File: src/source/bitSyncPkg.sv
package bitSyncPkg;

    // Datapath widths
    localparam int sampleWidthDefault = 18;
    localparam int freqWidth = 32;
    localparam int errorWidth = 8;
    localparam int lockCountWidth = 16;

    // Error values with a transition per lock averaging window
    localparam int avgTransitions = 16;

    // Register port
    localparam int regAddrWidth = 4;
    localparam int regDataWidth = 32;
    localparam int shiftWidth = 5;

    localparam logic [regAddrWidth-1:0] regNomFreq = 4'd0;
    localparam logic [regAddrWidth-1:0] regGains = 4'd1;
    localparam logic [regAddrWidth-1:0] regControl = 4'd2;
    localparam logic [regAddrWidth-1:0] regLockCount = 4'd3;
    localparam logic [regAddrWidth-1:0] regSampleFreq = 4'd4;

    // Rail mode field of regControl
    localparam logic railSingle = 1'b0;
    localparam logic railDual = 1'b1;

    // Largest shift turns the gain off
    localparam logic [shiftWidth-1:0] zeroGainShift = 5'd31;

    // Four samples per strobe
    localparam logic [freqWidth-1:0] nomFreqReset = 32'h4000_0000;
    localparam logic [lockCountWidth-1:0] lockCountReset = 16'd4;

endpackage

File: src/source/sampleSummer.sv
`timescale 1ns/1ns

module sampleSummer #(
    parameter int sampleWidth = bitSyncPkg::sampleWidthDefault
) (
    input  logic                          sampleClk,
    input  logic                          reset,
    input  logic                          strobe,
    input  logic                          useSummer,
    input  logic signed [sampleWidth-1:0] i,
    input  logic signed [sampleWidth-1:0] q,
    output logic signed [sampleWidth-1:0] mfI,
    output logic signed [sampleWidth-1:0] mfQ
);

    logic signed [sampleWidth-1:0] iDelay;
    logic signed [sampleWidth-1:0] qDelay;
    logic signed [sampleWidth:0]   iSum;
    logic signed [sampleWidth:0]   qSum;

    // Extend first so the sum cannot wrap
    assign iSum = {iDelay[sampleWidth-1], iDelay} + {i[sampleWidth-1], i};
    assign qSum = {qDelay[sampleWidth-1], qDelay} + {q[sampleWidth-1], q};

    always_ff @(posedge sampleClk) begin
        if (reset) begin
            iDelay <= '0;
            qDelay <= '0;
            mfI <= '0;
            mfQ <= '0;
        end else if (strobe) begin
            iDelay <= i;
            qDelay <= q;
            if (useSummer) begin
                mfI <= iSum[sampleWidth:1];
                mfQ <= qSum[sampleWidth:1];
            end else begin
                mfI <= iDelay;
                mfQ <= qDelay;
            end
        end
    end

endmodule

File: src/source/timingErrorDetector.sv
`timescale 1ns/1ns

module timingErrorDetector #(
    parameter int sampleWidth = bitSyncPkg::sampleWidthDefault
) (
    input  logic                                     sampleClk,
    input  logic                                     reset,
    input  logic                                     strobe,
    input  logic                                     railMode,
    input  logic signed [sampleWidth-1:0]            mfI,
    input  logic signed [sampleWidth-1:0]            mfQ,
    output logic                                     symValid,
    output logic signed [sampleWidth-1:0]            symDataI,
    output logic signed [sampleWidth-1:0]            symDataQ,
    output logic                                     bitDataI,
    output logic                                     bitDataQ,
    output logic signed [bitSyncPkg::errorWidth-1:0] timingError,
    output logic                                     errorValid,
    output logic                                     transition,
    output logic [bitSyncPkg::errorWidth-1:0]        absError,
    output logic [bitSyncPkg::errorWidth-1:0]        absSlipError,
    output logic signed [sampleWidth-1:0]            offsetError,
    output logic                                     offsetErrorValid
);

    localparam int msb = sampleWidth - 1;

    // Index 0 late, 1 off-time, 2 early
    logic signed [msb:0]       srI [3];
    logic signed [msb:0]       srQ [3];
    logic                      offTime;
    logic                      onTimePulse;
    logic signed [msb:0]       errI;
    logic signed [msb:0]       errQ;
    logic signed [msb:0]       slipError;
    logic signed [sampleWidth:0] errSum;
    logic signed [sampleWidth:0] offsetSum;
    logic [msb:0]              errMag;
    logic [msb:0]              slipMag;
    logic                      transI;
    logic                      transQ;

    assign transI = srI[2][msb] != srI[0][msb];
    assign transQ = srQ[2][msb] != srQ[0][msb];
    assign offsetSum = {srI[2][msb], srI[2]} + {srI[0][msb], srI[0]};

    // Loop filter takes the top bits of the I+Q error
    assign errSum = {errI[msb], errI} + {errQ[msb], errQ};
    assign timingError = errSum[sampleWidth -: bitSyncPkg::errorWidth];

    assign errMag = errI[msb] ? -errI : errI;
    assign slipMag = slipError[msb] ? -slipError : slipError;
    assign absError = errMag[msb -: bitSyncPkg::errorWidth];
    assign absSlipError = slipMag[msb -: bitSyncPkg::errorWidth];

    assign symValid = onTimePulse;
    assign errorValid = onTimePulse;
    assign offsetErrorValid = onTimePulse;

    always_ff @(posedge sampleClk) begin
        if (reset) begin
            offTime <= 1'b0;
            onTimePulse <= 1'b0;
            transition <= 1'b0;
            for (int k = 0; k < 3; k++) begin
                srI[k] <= '0;
                srQ[k] <= '0;
            end
        end else begin
            onTimePulse <= strobe && offTime;
            if (strobe) begin
                offTime <= !offTime;
                srI[0] <= mfI;
                srQ[0] <= (railMode == bitSyncPkg::railDual) ? mfQ : mfI;
                srI[1] <= srI[0];
                srI[2] <= srI[1];
                srQ[1] <= srQ[0];
                srQ[2] <= srQ[1];
                if (offTime) begin
                    transition <= transI;
                end
            end
        end
    end

    // Evaluated on the strobe that moves to on-time
    always_ff @(posedge sampleClk) begin
        if (strobe && offTime) begin
            // Late on-time sample carries the finished symbol
            symDataI <= srI[0];
            symDataQ <= srQ[0];
            bitDataI <= !srI[0][msb];
            bitDataQ <= !srQ[0][msb];
            if (transI) begin
                offsetError <= offsetSum[sampleWidth:1];
                // Early negative means the samples rise through zero
                if (srI[2][msb]) begin
                    errI <= srI[1];
                    slipError <= srI[0];
                end else begin
                    errI <= -srI[1];
                    slipError <= srI[2];
                end
            end else begin
                offsetError <= '0;
                errI <= '0;
            end
            if (transQ) begin
                errQ <= srQ[2][msb] ? srQ[1] : -srQ[1];
            end else begin
                errQ <= '0;
            end
        end
    end

endmodule

File: src/source/loopFilter.sv
`timescale 1ns/1ns

module loopFilter (
    input  logic                                     sampleClk,
    input  logic                                     reset,
    input  logic                                     sampleValid,
    input  logic                                     regWrite,
    input  logic [bitSyncPkg::regAddrWidth-1:0]      regAddr,
    input  logic [bitSyncPkg::regDataWidth-1:0]      regWriteData,
    input  logic signed [bitSyncPkg::errorWidth-1:0] timingError,
    input  logic                                     errorValid,
    output logic [bitSyncPkg::regDataWidth-1:0]      regReadData,
    output logic                                     halfSymStrobe,
    output logic [bitSyncPkg::freqWidth-1:0]         sampleFreq,
    output logic                                     useSummer,
    output logic                                     railMode,
    output logic [bitSyncPkg::lockCountWidth-1:0]    lockReload
);

    localparam int accWidth = bitSyncPkg::freqWidth;
    localparam int shiftWidth = bitSyncPkg::shiftWidth;

    logic [accWidth-1:0]        nomFreq;
    logic [shiftWidth-1:0]      propShift;
    logic [shiftWidth-1:0]      intShift;
    logic [accWidth-1:0]        phaseAcc;
    logic [accWidth:0]          phaseNext;
    logic signed [accWidth-1:0] scaledError;
    logic signed [accWidth-1:0] propTerm;
    logic signed [accWidth-1:0] intTerm;
    logic signed [accWidth-1:0] integrator;
    logic signed [accWidth-1:0] propReg;
    logic signed [accWidth+1:0] freqSum;

    // Error lines up with the top of the frequency word
    assign scaledError = {timingError, {(accWidth - bitSyncPkg::errorWidth){1'b0}}};

    always_comb begin
        propTerm = scaledError >>> propShift;
        intTerm = scaledError >>> intShift;
        if (propShift == bitSyncPkg::zeroGainShift) begin
            propTerm = '0;
        end
        if (intShift == bitSyncPkg::zeroGainShift) begin
            intTerm = '0;
        end
    end

    assign freqSum = $signed({2'b00, nomFreq}) + integrator + propReg;

    // Saturate at the unsigned limits
    always_comb begin
        if (freqSum[accWidth+1]) begin
            sampleFreq = '0;
        end else if (freqSum[accWidth]) begin
            sampleFreq = '1;
        end else begin
            sampleFreq = freqSum[accWidth-1:0];
        end
    end

    assign phaseNext = {1'b0, phaseAcc} + {1'b0, sampleFreq};

    always_ff @(posedge sampleClk) begin
        if (reset) begin
            nomFreq <= bitSyncPkg::nomFreqReset;
            propShift <= bitSyncPkg::zeroGainShift;
            intShift <= bitSyncPkg::zeroGainShift;
            useSummer <= 1'b1;
            railMode <= bitSyncPkg::railSingle;
            lockReload <= bitSyncPkg::lockCountReset;
            integrator <= '0;
            propReg <= '0;
            phaseAcc <= '0;
            halfSymStrobe <= 1'b0;
        end else begin
            if (regWrite) begin
                case (regAddr)
                    bitSyncPkg::regNomFreq: nomFreq <= regWriteData[accWidth-1:0];
                    bitSyncPkg::regGains: begin
                        propShift <= regWriteData[shiftWidth-1:0];
                        intShift <= regWriteData[8 +: shiftWidth];
                    end
                    bitSyncPkg::regControl: begin
                        useSummer <= regWriteData[0];
                        railMode <= regWriteData[1];
                    end
                    bitSyncPkg::regLockCount: begin
                        lockReload <= regWriteData[bitSyncPkg::lockCountWidth-1:0];
                    end
                    default: ;
                endcase
            end
            if (errorValid) begin
                integrator <= integrator + intTerm;
                propReg <= propTerm;
            end
            // NCO carry marks each half symbol
            halfSymStrobe <= sampleValid && phaseNext[accWidth];
            if (sampleValid) begin
                phaseAcc <= phaseNext[accWidth-1:0];
            end
        end
    end

    always_comb begin
        regReadData = '0;
        case (regAddr)
            bitSyncPkg::regNomFreq: regReadData[accWidth-1:0] = nomFreq;
            bitSyncPkg::regGains: begin
                regReadData[shiftWidth-1:0] = propShift;
                regReadData[8 +: shiftWidth] = intShift;
            end
            bitSyncPkg::regControl: regReadData[1:0] = {railMode, useSummer};
            bitSyncPkg::regLockCount: begin
                regReadData[bitSyncPkg::lockCountWidth-1:0] = lockReload;
            end
            bitSyncPkg::regSampleFreq: regReadData[accWidth-1:0] = sampleFreq;
            default: ;
        endcase
    end

endmodule

File: src/source/lockDetector.sv
`timescale 1ns/1ns

module lockDetector (
    input  logic                                  sampleClk,
    input  logic                                  reset,
    input  logic                                  errorValid,
    input  logic                                  transition,
    input  logic [bitSyncPkg::errorWidth-1:0]     absError,
    input  logic [bitSyncPkg::errorWidth-1:0]     absSlipError,
    input  logic [bitSyncPkg::lockCountWidth-1:0] lockReload,
    output logic                                  bitSyncLock,
    output logic [bitSyncPkg::lockCountWidth-1:0] lockCounter
);

    localparam int countWidth = $clog2(bitSyncPkg::avgTransitions);
    localparam int accWidth = bitSyncPkg::errorWidth + countWidth;
    localparam logic [countWidth-1:0] lastIndex = countWidth'(bitSyncPkg::avgTransitions - 1);

    logic [countWidth-1:0] windowCount;
    logic [accWidth-1:0]   errorAcc;
    logic [accWidth-1:0]   slipAcc;
    logic                  windowEnd;
    logic                  windowFail;

    // Locked error sits well under the slip error
    assign windowFail = errorAcc > (slipAcc >> 1);

    always_ff @(posedge sampleClk) begin
        if (reset) begin
            windowCount <= '0;
            errorAcc <= '0;
            slipAcc <= '0;
            windowEnd <= 1'b0;
            bitSyncLock <= 1'b0;
            lockCounter <= '0;
        end else begin
            windowEnd <= 1'b0;
            if (windowEnd) begin
                errorAcc <= '0;
                slipAcc <= '0;
                // Counter climbs to lockReload to lock, falls to zero to unlock
                if (windowFail) begin
                    if (lockCounter == '0) begin
                        bitSyncLock <= 1'b0;
                    end else begin
                        lockCounter <= lockCounter - 1'b1;
                    end
                end else if (lockCounter >= lockReload) begin
                    bitSyncLock <= 1'b1;
                    lockCounter <= lockReload;
                end else begin
                    lockCounter <= lockCounter + 1'b1;
                end
            end else if (errorValid && transition) begin
                errorAcc <= errorAcc + {{countWidth{1'b0}}, absError};
                slipAcc <= slipAcc + {{countWidth{1'b0}}, absSlipError};
                windowCount <= windowCount + 1'b1;
                if (windowCount == lastIndex) begin
                    windowEnd <= 1'b1;
                end
            end
        end
    end

endmodule

File: src/source/bitSyncTop.sv
`timescale 1ns/1ns

module bitSyncTop #(
    parameter int sampleWidth = bitSyncPkg::sampleWidthDefault
) (
    input  logic                                  sampleClk,
    input  logic                                  reset,
    input  logic signed [sampleWidth-1:0]         i,
    input  logic signed [sampleWidth-1:0]         q,
    input  logic                                  sampleValid,
    input  logic                                  regWrite,
    input  logic [bitSyncPkg::regAddrWidth-1:0]   regAddr,
    input  logic [bitSyncPkg::regDataWidth-1:0]   regWriteData,
    output logic [bitSyncPkg::regDataWidth-1:0]   regReadData,
    output logic                                  symValid,
    output logic signed [sampleWidth-1:0]         symDataI,
    output logic signed [sampleWidth-1:0]         symDataQ,
    output logic                                  bitDataI,
    output logic                                  bitDataQ,
    output logic signed [sampleWidth-1:0]         offsetError,
    output logic                                  offsetErrorValid,
    output logic [bitSyncPkg::freqWidth-1:0]      sampleFreq,
    output logic                                  bitSyncLock,
    output logic [bitSyncPkg::lockCountWidth-1:0] lockCounter
);

    logic                                     halfSymStrobe;
    logic                                     useSummer;
    logic                                     railMode;
    logic signed [sampleWidth-1:0]            mfI;
    logic signed [sampleWidth-1:0]            mfQ;
    logic signed [bitSyncPkg::errorWidth-1:0] timingError;
    logic                                     errorValid;
    logic                                     transition;
    logic [bitSyncPkg::errorWidth-1:0]        absError;
    logic [bitSyncPkg::errorWidth-1:0]        absSlipError;
    logic [bitSyncPkg::lockCountWidth-1:0]    lockReload;

    sampleSummer #(
        .sampleWidth(sampleWidth)
    ) summer (
        .sampleClk(sampleClk),
        .reset(reset),
        .strobe(halfSymStrobe),
        .useSummer(useSummer),
        .i(i),
        .q(q),
        .mfI(mfI),
        .mfQ(mfQ)
    );

    timingErrorDetector #(
        .sampleWidth(sampleWidth)
    ) detector (
        .sampleClk(sampleClk),
        .reset(reset),
        .strobe(halfSymStrobe),
        .railMode(railMode),
        .mfI(mfI),
        .mfQ(mfQ),
        .symValid(symValid),
        .symDataI(symDataI),
        .symDataQ(symDataQ),
        .bitDataI(bitDataI),
        .bitDataQ(bitDataQ),
        .timingError(timingError),
        .errorValid(errorValid),
        .transition(transition),
        .absError(absError),
        .absSlipError(absSlipError),
        .offsetError(offsetError),
        .offsetErrorValid(offsetErrorValid)
    );

    loopFilter filter (
        .sampleClk(sampleClk),
        .reset(reset),
        .sampleValid(sampleValid),
        .regWrite(regWrite),
        .regAddr(regAddr),
        .regWriteData(regWriteData),
        .timingError(timingError),
        .errorValid(errorValid),
        .regReadData(regReadData),
        .halfSymStrobe(halfSymStrobe),
        .sampleFreq(sampleFreq),
        .useSummer(useSummer),
        .railMode(railMode),
        .lockReload(lockReload)
    );

    lockDetector lock (
        .sampleClk(sampleClk),
        .reset(reset),
        .errorValid(errorValid),
        .transition(transition),
        .absError(absError),
        .absSlipError(absSlipError),
        .lockReload(lockReload),
        .bitSyncLock(bitSyncLock),
        .lockCounter(lockCounter)
    );

endmodule

File: config.mk
export PLATFORM = sky130hd
export DESIGN_NAME = bitSyncTop
export DESIGN_NICKNAME = d
export VERILOG_FILES = /design/src/source/bitSyncPkg.sv /design/src/source/sampleSummer.sv /design/src/source/timingErrorDetector.sv /design/src/source/loopFilter.sv /design/src/source/lockDetector.sv /design/src/source/bitSyncTop.sv
export SDC_FILE = /design/constraint.sdc
export NUM_CORES = 1
export LEC_CHECK = 0
export BUFFER_PORTS_ARGS = -buffer_cell sky130_fd_sc_hd__buf_4
export CAP_MARGIN = 25
export CORE_ASPECT_RATIO = 2
export CORE_UTILIZATION = 35
export CTS_CLUSTER_DIAMETER = 60
export DETAILED_ROUTE_END_ITERATION = 8
export GPL_TIMING_DRIVEN = 0
export PLACE_DENSITY = 0.63
export SETUP_SLACK_MARGIN = 0.15
export SYNTH_ARGS = -nofsm -noshare
export SYNTH_HDL_FRONTEND = slang
export SYNTH_SLANG_ARGS = --single-unit
File: constraint.sdc
create_clock -name sampleClk -period 8.25 [get_ports sampleClk]
set_input_delay 1.2375 -clock sampleClk [delete_from_list [all_inputs] [get_ports sampleClk]]
set_output_delay 1.2375 -clock sampleClk [all_outputs]
set_load 0.005 [all_outputs]
==> results.cfg <==
[min_path]
hold_start = filter.phaseAcc[29]$_SDFFE_PP0P_
whs_endpoint = filter.phaseAcc[29]$_SDFFE_PP0P_
min_path_type = reg2reg
min_path_cells = 2

[setup_path]
cp_max_fo = 10
critPathMaxStageDelay_ns = 0.78
setup.worst_path.start_class = register
critical_path_class = reg2reg
arrival_ns = 8.64
reg2reg_from = filter.propReg[26]$_SDFFE_PP0P_
crit_start = filter.propReg[26]$_SDFFE_PP0P_
cp_common_cell = nor2_1
required_ns = 8.75
cp.buffers_inverters = 2
reg2reg_depth = 19
crit_family = simple AND/OR/NAND/NOR gates
r2r_slack_ns = 0.12
worstSetupEndpointType = register
regToRegEndpoint = filter.halfSymStrobe$_SDFF_PP0_
worstPathCellList = fa_1 > ha_1 > nand4_1 > nor4_2 > nand2_1 > o211ai_1 > nor3_1 > nor2_1 > clkbuf_1 > a21oi_1 > ha_1 > clkbuf_1 > nand4_1 > nor2_1 > nand3_1 > a221oi_1 > nor2_1 > o31ai_1 > o21a_1
slowest_stage = nor4_2

[clock_tree]
cts_tree = yes
cts-root-buf = clkbuf_16
cts_max_path_buffers = 3
clk_latency_ns = 0.64
cts_sinks = 479
clkSlewWorstSetupHoldPaths_ns = 0.07
h-tree-depth = 2
cts_hold_buf = 0
cts_buffers = 49

[sta]
skew_ns = 0.0448
timing.hold.ws_ns = 0.451
worstMarginPinSlew_ns = 1.13
period_share_pct = 98.6
setup_slack_ns = 0.117
max_freq_mhz = 123
hold_viol_final = 0
period_needed_ns = 8.13
maxSlewViolCount = 0
setup_viol = 0
slew_headroom_pct = 24.5
rsz0062_at_grt = no
tns_ns = 0

[power_and_ir_drop]
power_density_nw_per_um2 = 151
power_leakage_nw = 14.8
report.power.total_mw = 5.49
ir_drop_v = 0.000153

[yosys]
yosysMostFrequentCell = nor2_1
synth-edff-count = 201
synth_area_leaders = edfxtp_1 19%, dfxtp_1 18%, ha_1 8.4%, a21oi_1 4.6%, nor2_1 4.5%
synthDistinctLibCells = 108
syn_nets = 3863
async_reset_ff_share_pct = 0
netlist_top_cells_count = 371 x nor2_1, 364 x nand2_1, 286 x a21oi_1
ys_seq_area_share_pct = 37.2
netlist.top_cell.by_area = edfxtp_1
synthCells = 3538
yosys_register_bits = 479
ys_warn_count = 0
avgSynthCellArea_um2 = 8.82
synth_area_um2 = 31200
synth-main-ff-cell = dfxtp_1
synth_top_area_share_pct = 19.3

[floorplan]
die_x_um = 213
core_um2 = 88200
die_y_um = 424
die-area_um2 = 90400
start_util_pct = 35.3
rows = 154
io_pins = 215

[route]
drc = 0
vias = 28200
viasPerCell = 5.61
ant_nets = 0
routed_wl_um = 114000
first_pass_iters = 8
avgRoutedWirePerCell_um = 22.8
dr.first_iter.drc_count = 1512

[grt]
antenna_found_initial = 6
overflow = 0
grt_pass1_vias = 28000
grtUsageTotal_pct = 25.1
grt_max_degree = 51
grt_pass1_wl_um = 168000

[final_layout]
stdcell_count = 5024
drive_gt1_share_pct = 10.3
syn2layout_area_growth_pct = 16.4
nNetsFinal = 4135

[job]
max_cap_viol_count = 0

[placed_design]
preCtsSetupSlack_ns = 0.0711
place_congestion = 0.991
io_buffers = 212
dp.cells = 4928
hpwl_um = 92000

[status]
status = finished clean
what timing repair did:
| item | in CTS | in global routing |
|---|---|---|
| endpoints found under the hold margin | 0 | 0 |
| setup endpoints to repair | 2 | 10 |
| resized for setup | 2 | 8 |
| buffers inserted | 0 | 0 |
worst reg2reg max path: cells and delay by family, from the launching register on:
family | cells | cell delay, ns
adders and majority gates | 3 | 1.30
DFF | 1 | 0.63
buffers and inverters | 2 | 0.88
and+or+nand+nor | 9 | 2.84
AOI/OAI and AO/OA | 5 | 2.36
layer usage:
metal,global-route usage (%),vias to the layer above,share of wire [%]
li1,-,13200,-
met5,0,-,0.056
met3,3.74,494,5.2
met1,23.6,13300,33
met2,45.7,1156,51
met4,23.7,10,11
logic make-up (layout without fill, tap and decap cells):
logic type | Yosys count | after routing | synth area share [%]
AND/OR/NAND/NOR | 1228 | 1228 | 18.6
AO/OA/AOI/OAI | 926 | 926 | 19.1
flip-flops | 479 | 479 | 37.2
buffers and inverters | 326 | 639 | 4.01
adder cells (fa/ha/maj) | 252 | 252 | 11.1
XOR/XNOR | 166 | 166 | 4.66
multiplexers | 161 | 161 | 5.42
other | 0 | 3 | 0
cell usage in the layout, fill, tap and decap left out, types with 23 or more instances in the layout:
cell type and instances:
xor2_1 42, and2_1 98, and3_1 31, fa_1 40
a21oi_1 286, clkbuf_16 49, or3_1 28, buf_4 215
nor3_1 72, dfxtp_1 278, xnor2_1 123, ha_1 209
o31ai_1 23, a22o_1 25, edfxtp_1 201, o21ai_1 27
inv_1 135, nand2_1 364, nand2b_1 34, o21ai_0 202
a21o_1 84, a211oi_1 43, nand3_1 73, nor2b_1 47
nand4_1 26, nor2_1 371, clkbuf_1 159, mux2i_1 136
sequential cells by signal (all words and copies together) (netlist names), 32 cells and up:
name,flops
detector.srQ,37
filter.nomFreq,32
filter.integrator,32
filter.phaseAcc,32
detector.srI,54
filter.propReg,32
worst max-delay path by stage:
stage,endpoint,slack (ns),depth (start not counted)
after floorplan,filter.integrator[18]$_SDFFE_PP0P_,1.93,29
final,filter.halfSymStrobe$_SDFF_PP0_,0.12,19
after global routing,filter.halfSymStrobe$_SDFF_PP0_,0.15,19
after detailed placement,filter.halfSymStrobe$_SDFF_PP0_,0.07,21
after CTS,filter.halfSymStrobe$_SDFF_PP0_,0.26,20
after global placement,filter.halfSymStrobe$_SDFF_PP0_,-0.26,22
report_power, final:
| group | switching, mW | internal (mW) | leakage (nW) |
|---|---|---|---|
| clock | 1.11 | 1.48 | 0.894 |
| sequential | 0.0286 | 2.49 | 4.18 |
| combinational | 0.248 | 0.137 | 9.73 |
| total | 1.38 | 4.11 | 14.8 |
per-stage QoR:
| stage | cell area (um2) | utilization [%] |
|---|---|---|
| 3_3_place_gp | 34300 | 38.8 |
| 3_5_place_dp | 34400 | 39.0 |
| 5_1_grt | 36300 | 41.1 |
| 4_1_cts | 36300 | 41.1 |
| 2_1_floorplan | 31200 | - |
| 6_report | 36300 | 41.2 |
final cells by class:
cell class	count	area [um2]
Buffer	184	727
Inverter	142	538
Timing Repair Buffer	221	1760
Clock buffer	58	1310
Tap cell	1170	1460
Antenna cell	3	7.51
Multi-Input combinational cell	2733	18400
Sequential cell	479	11600
Fill cell	9000	51900
Clock inverter	34	539
Power figures use the tool's default switching activity.
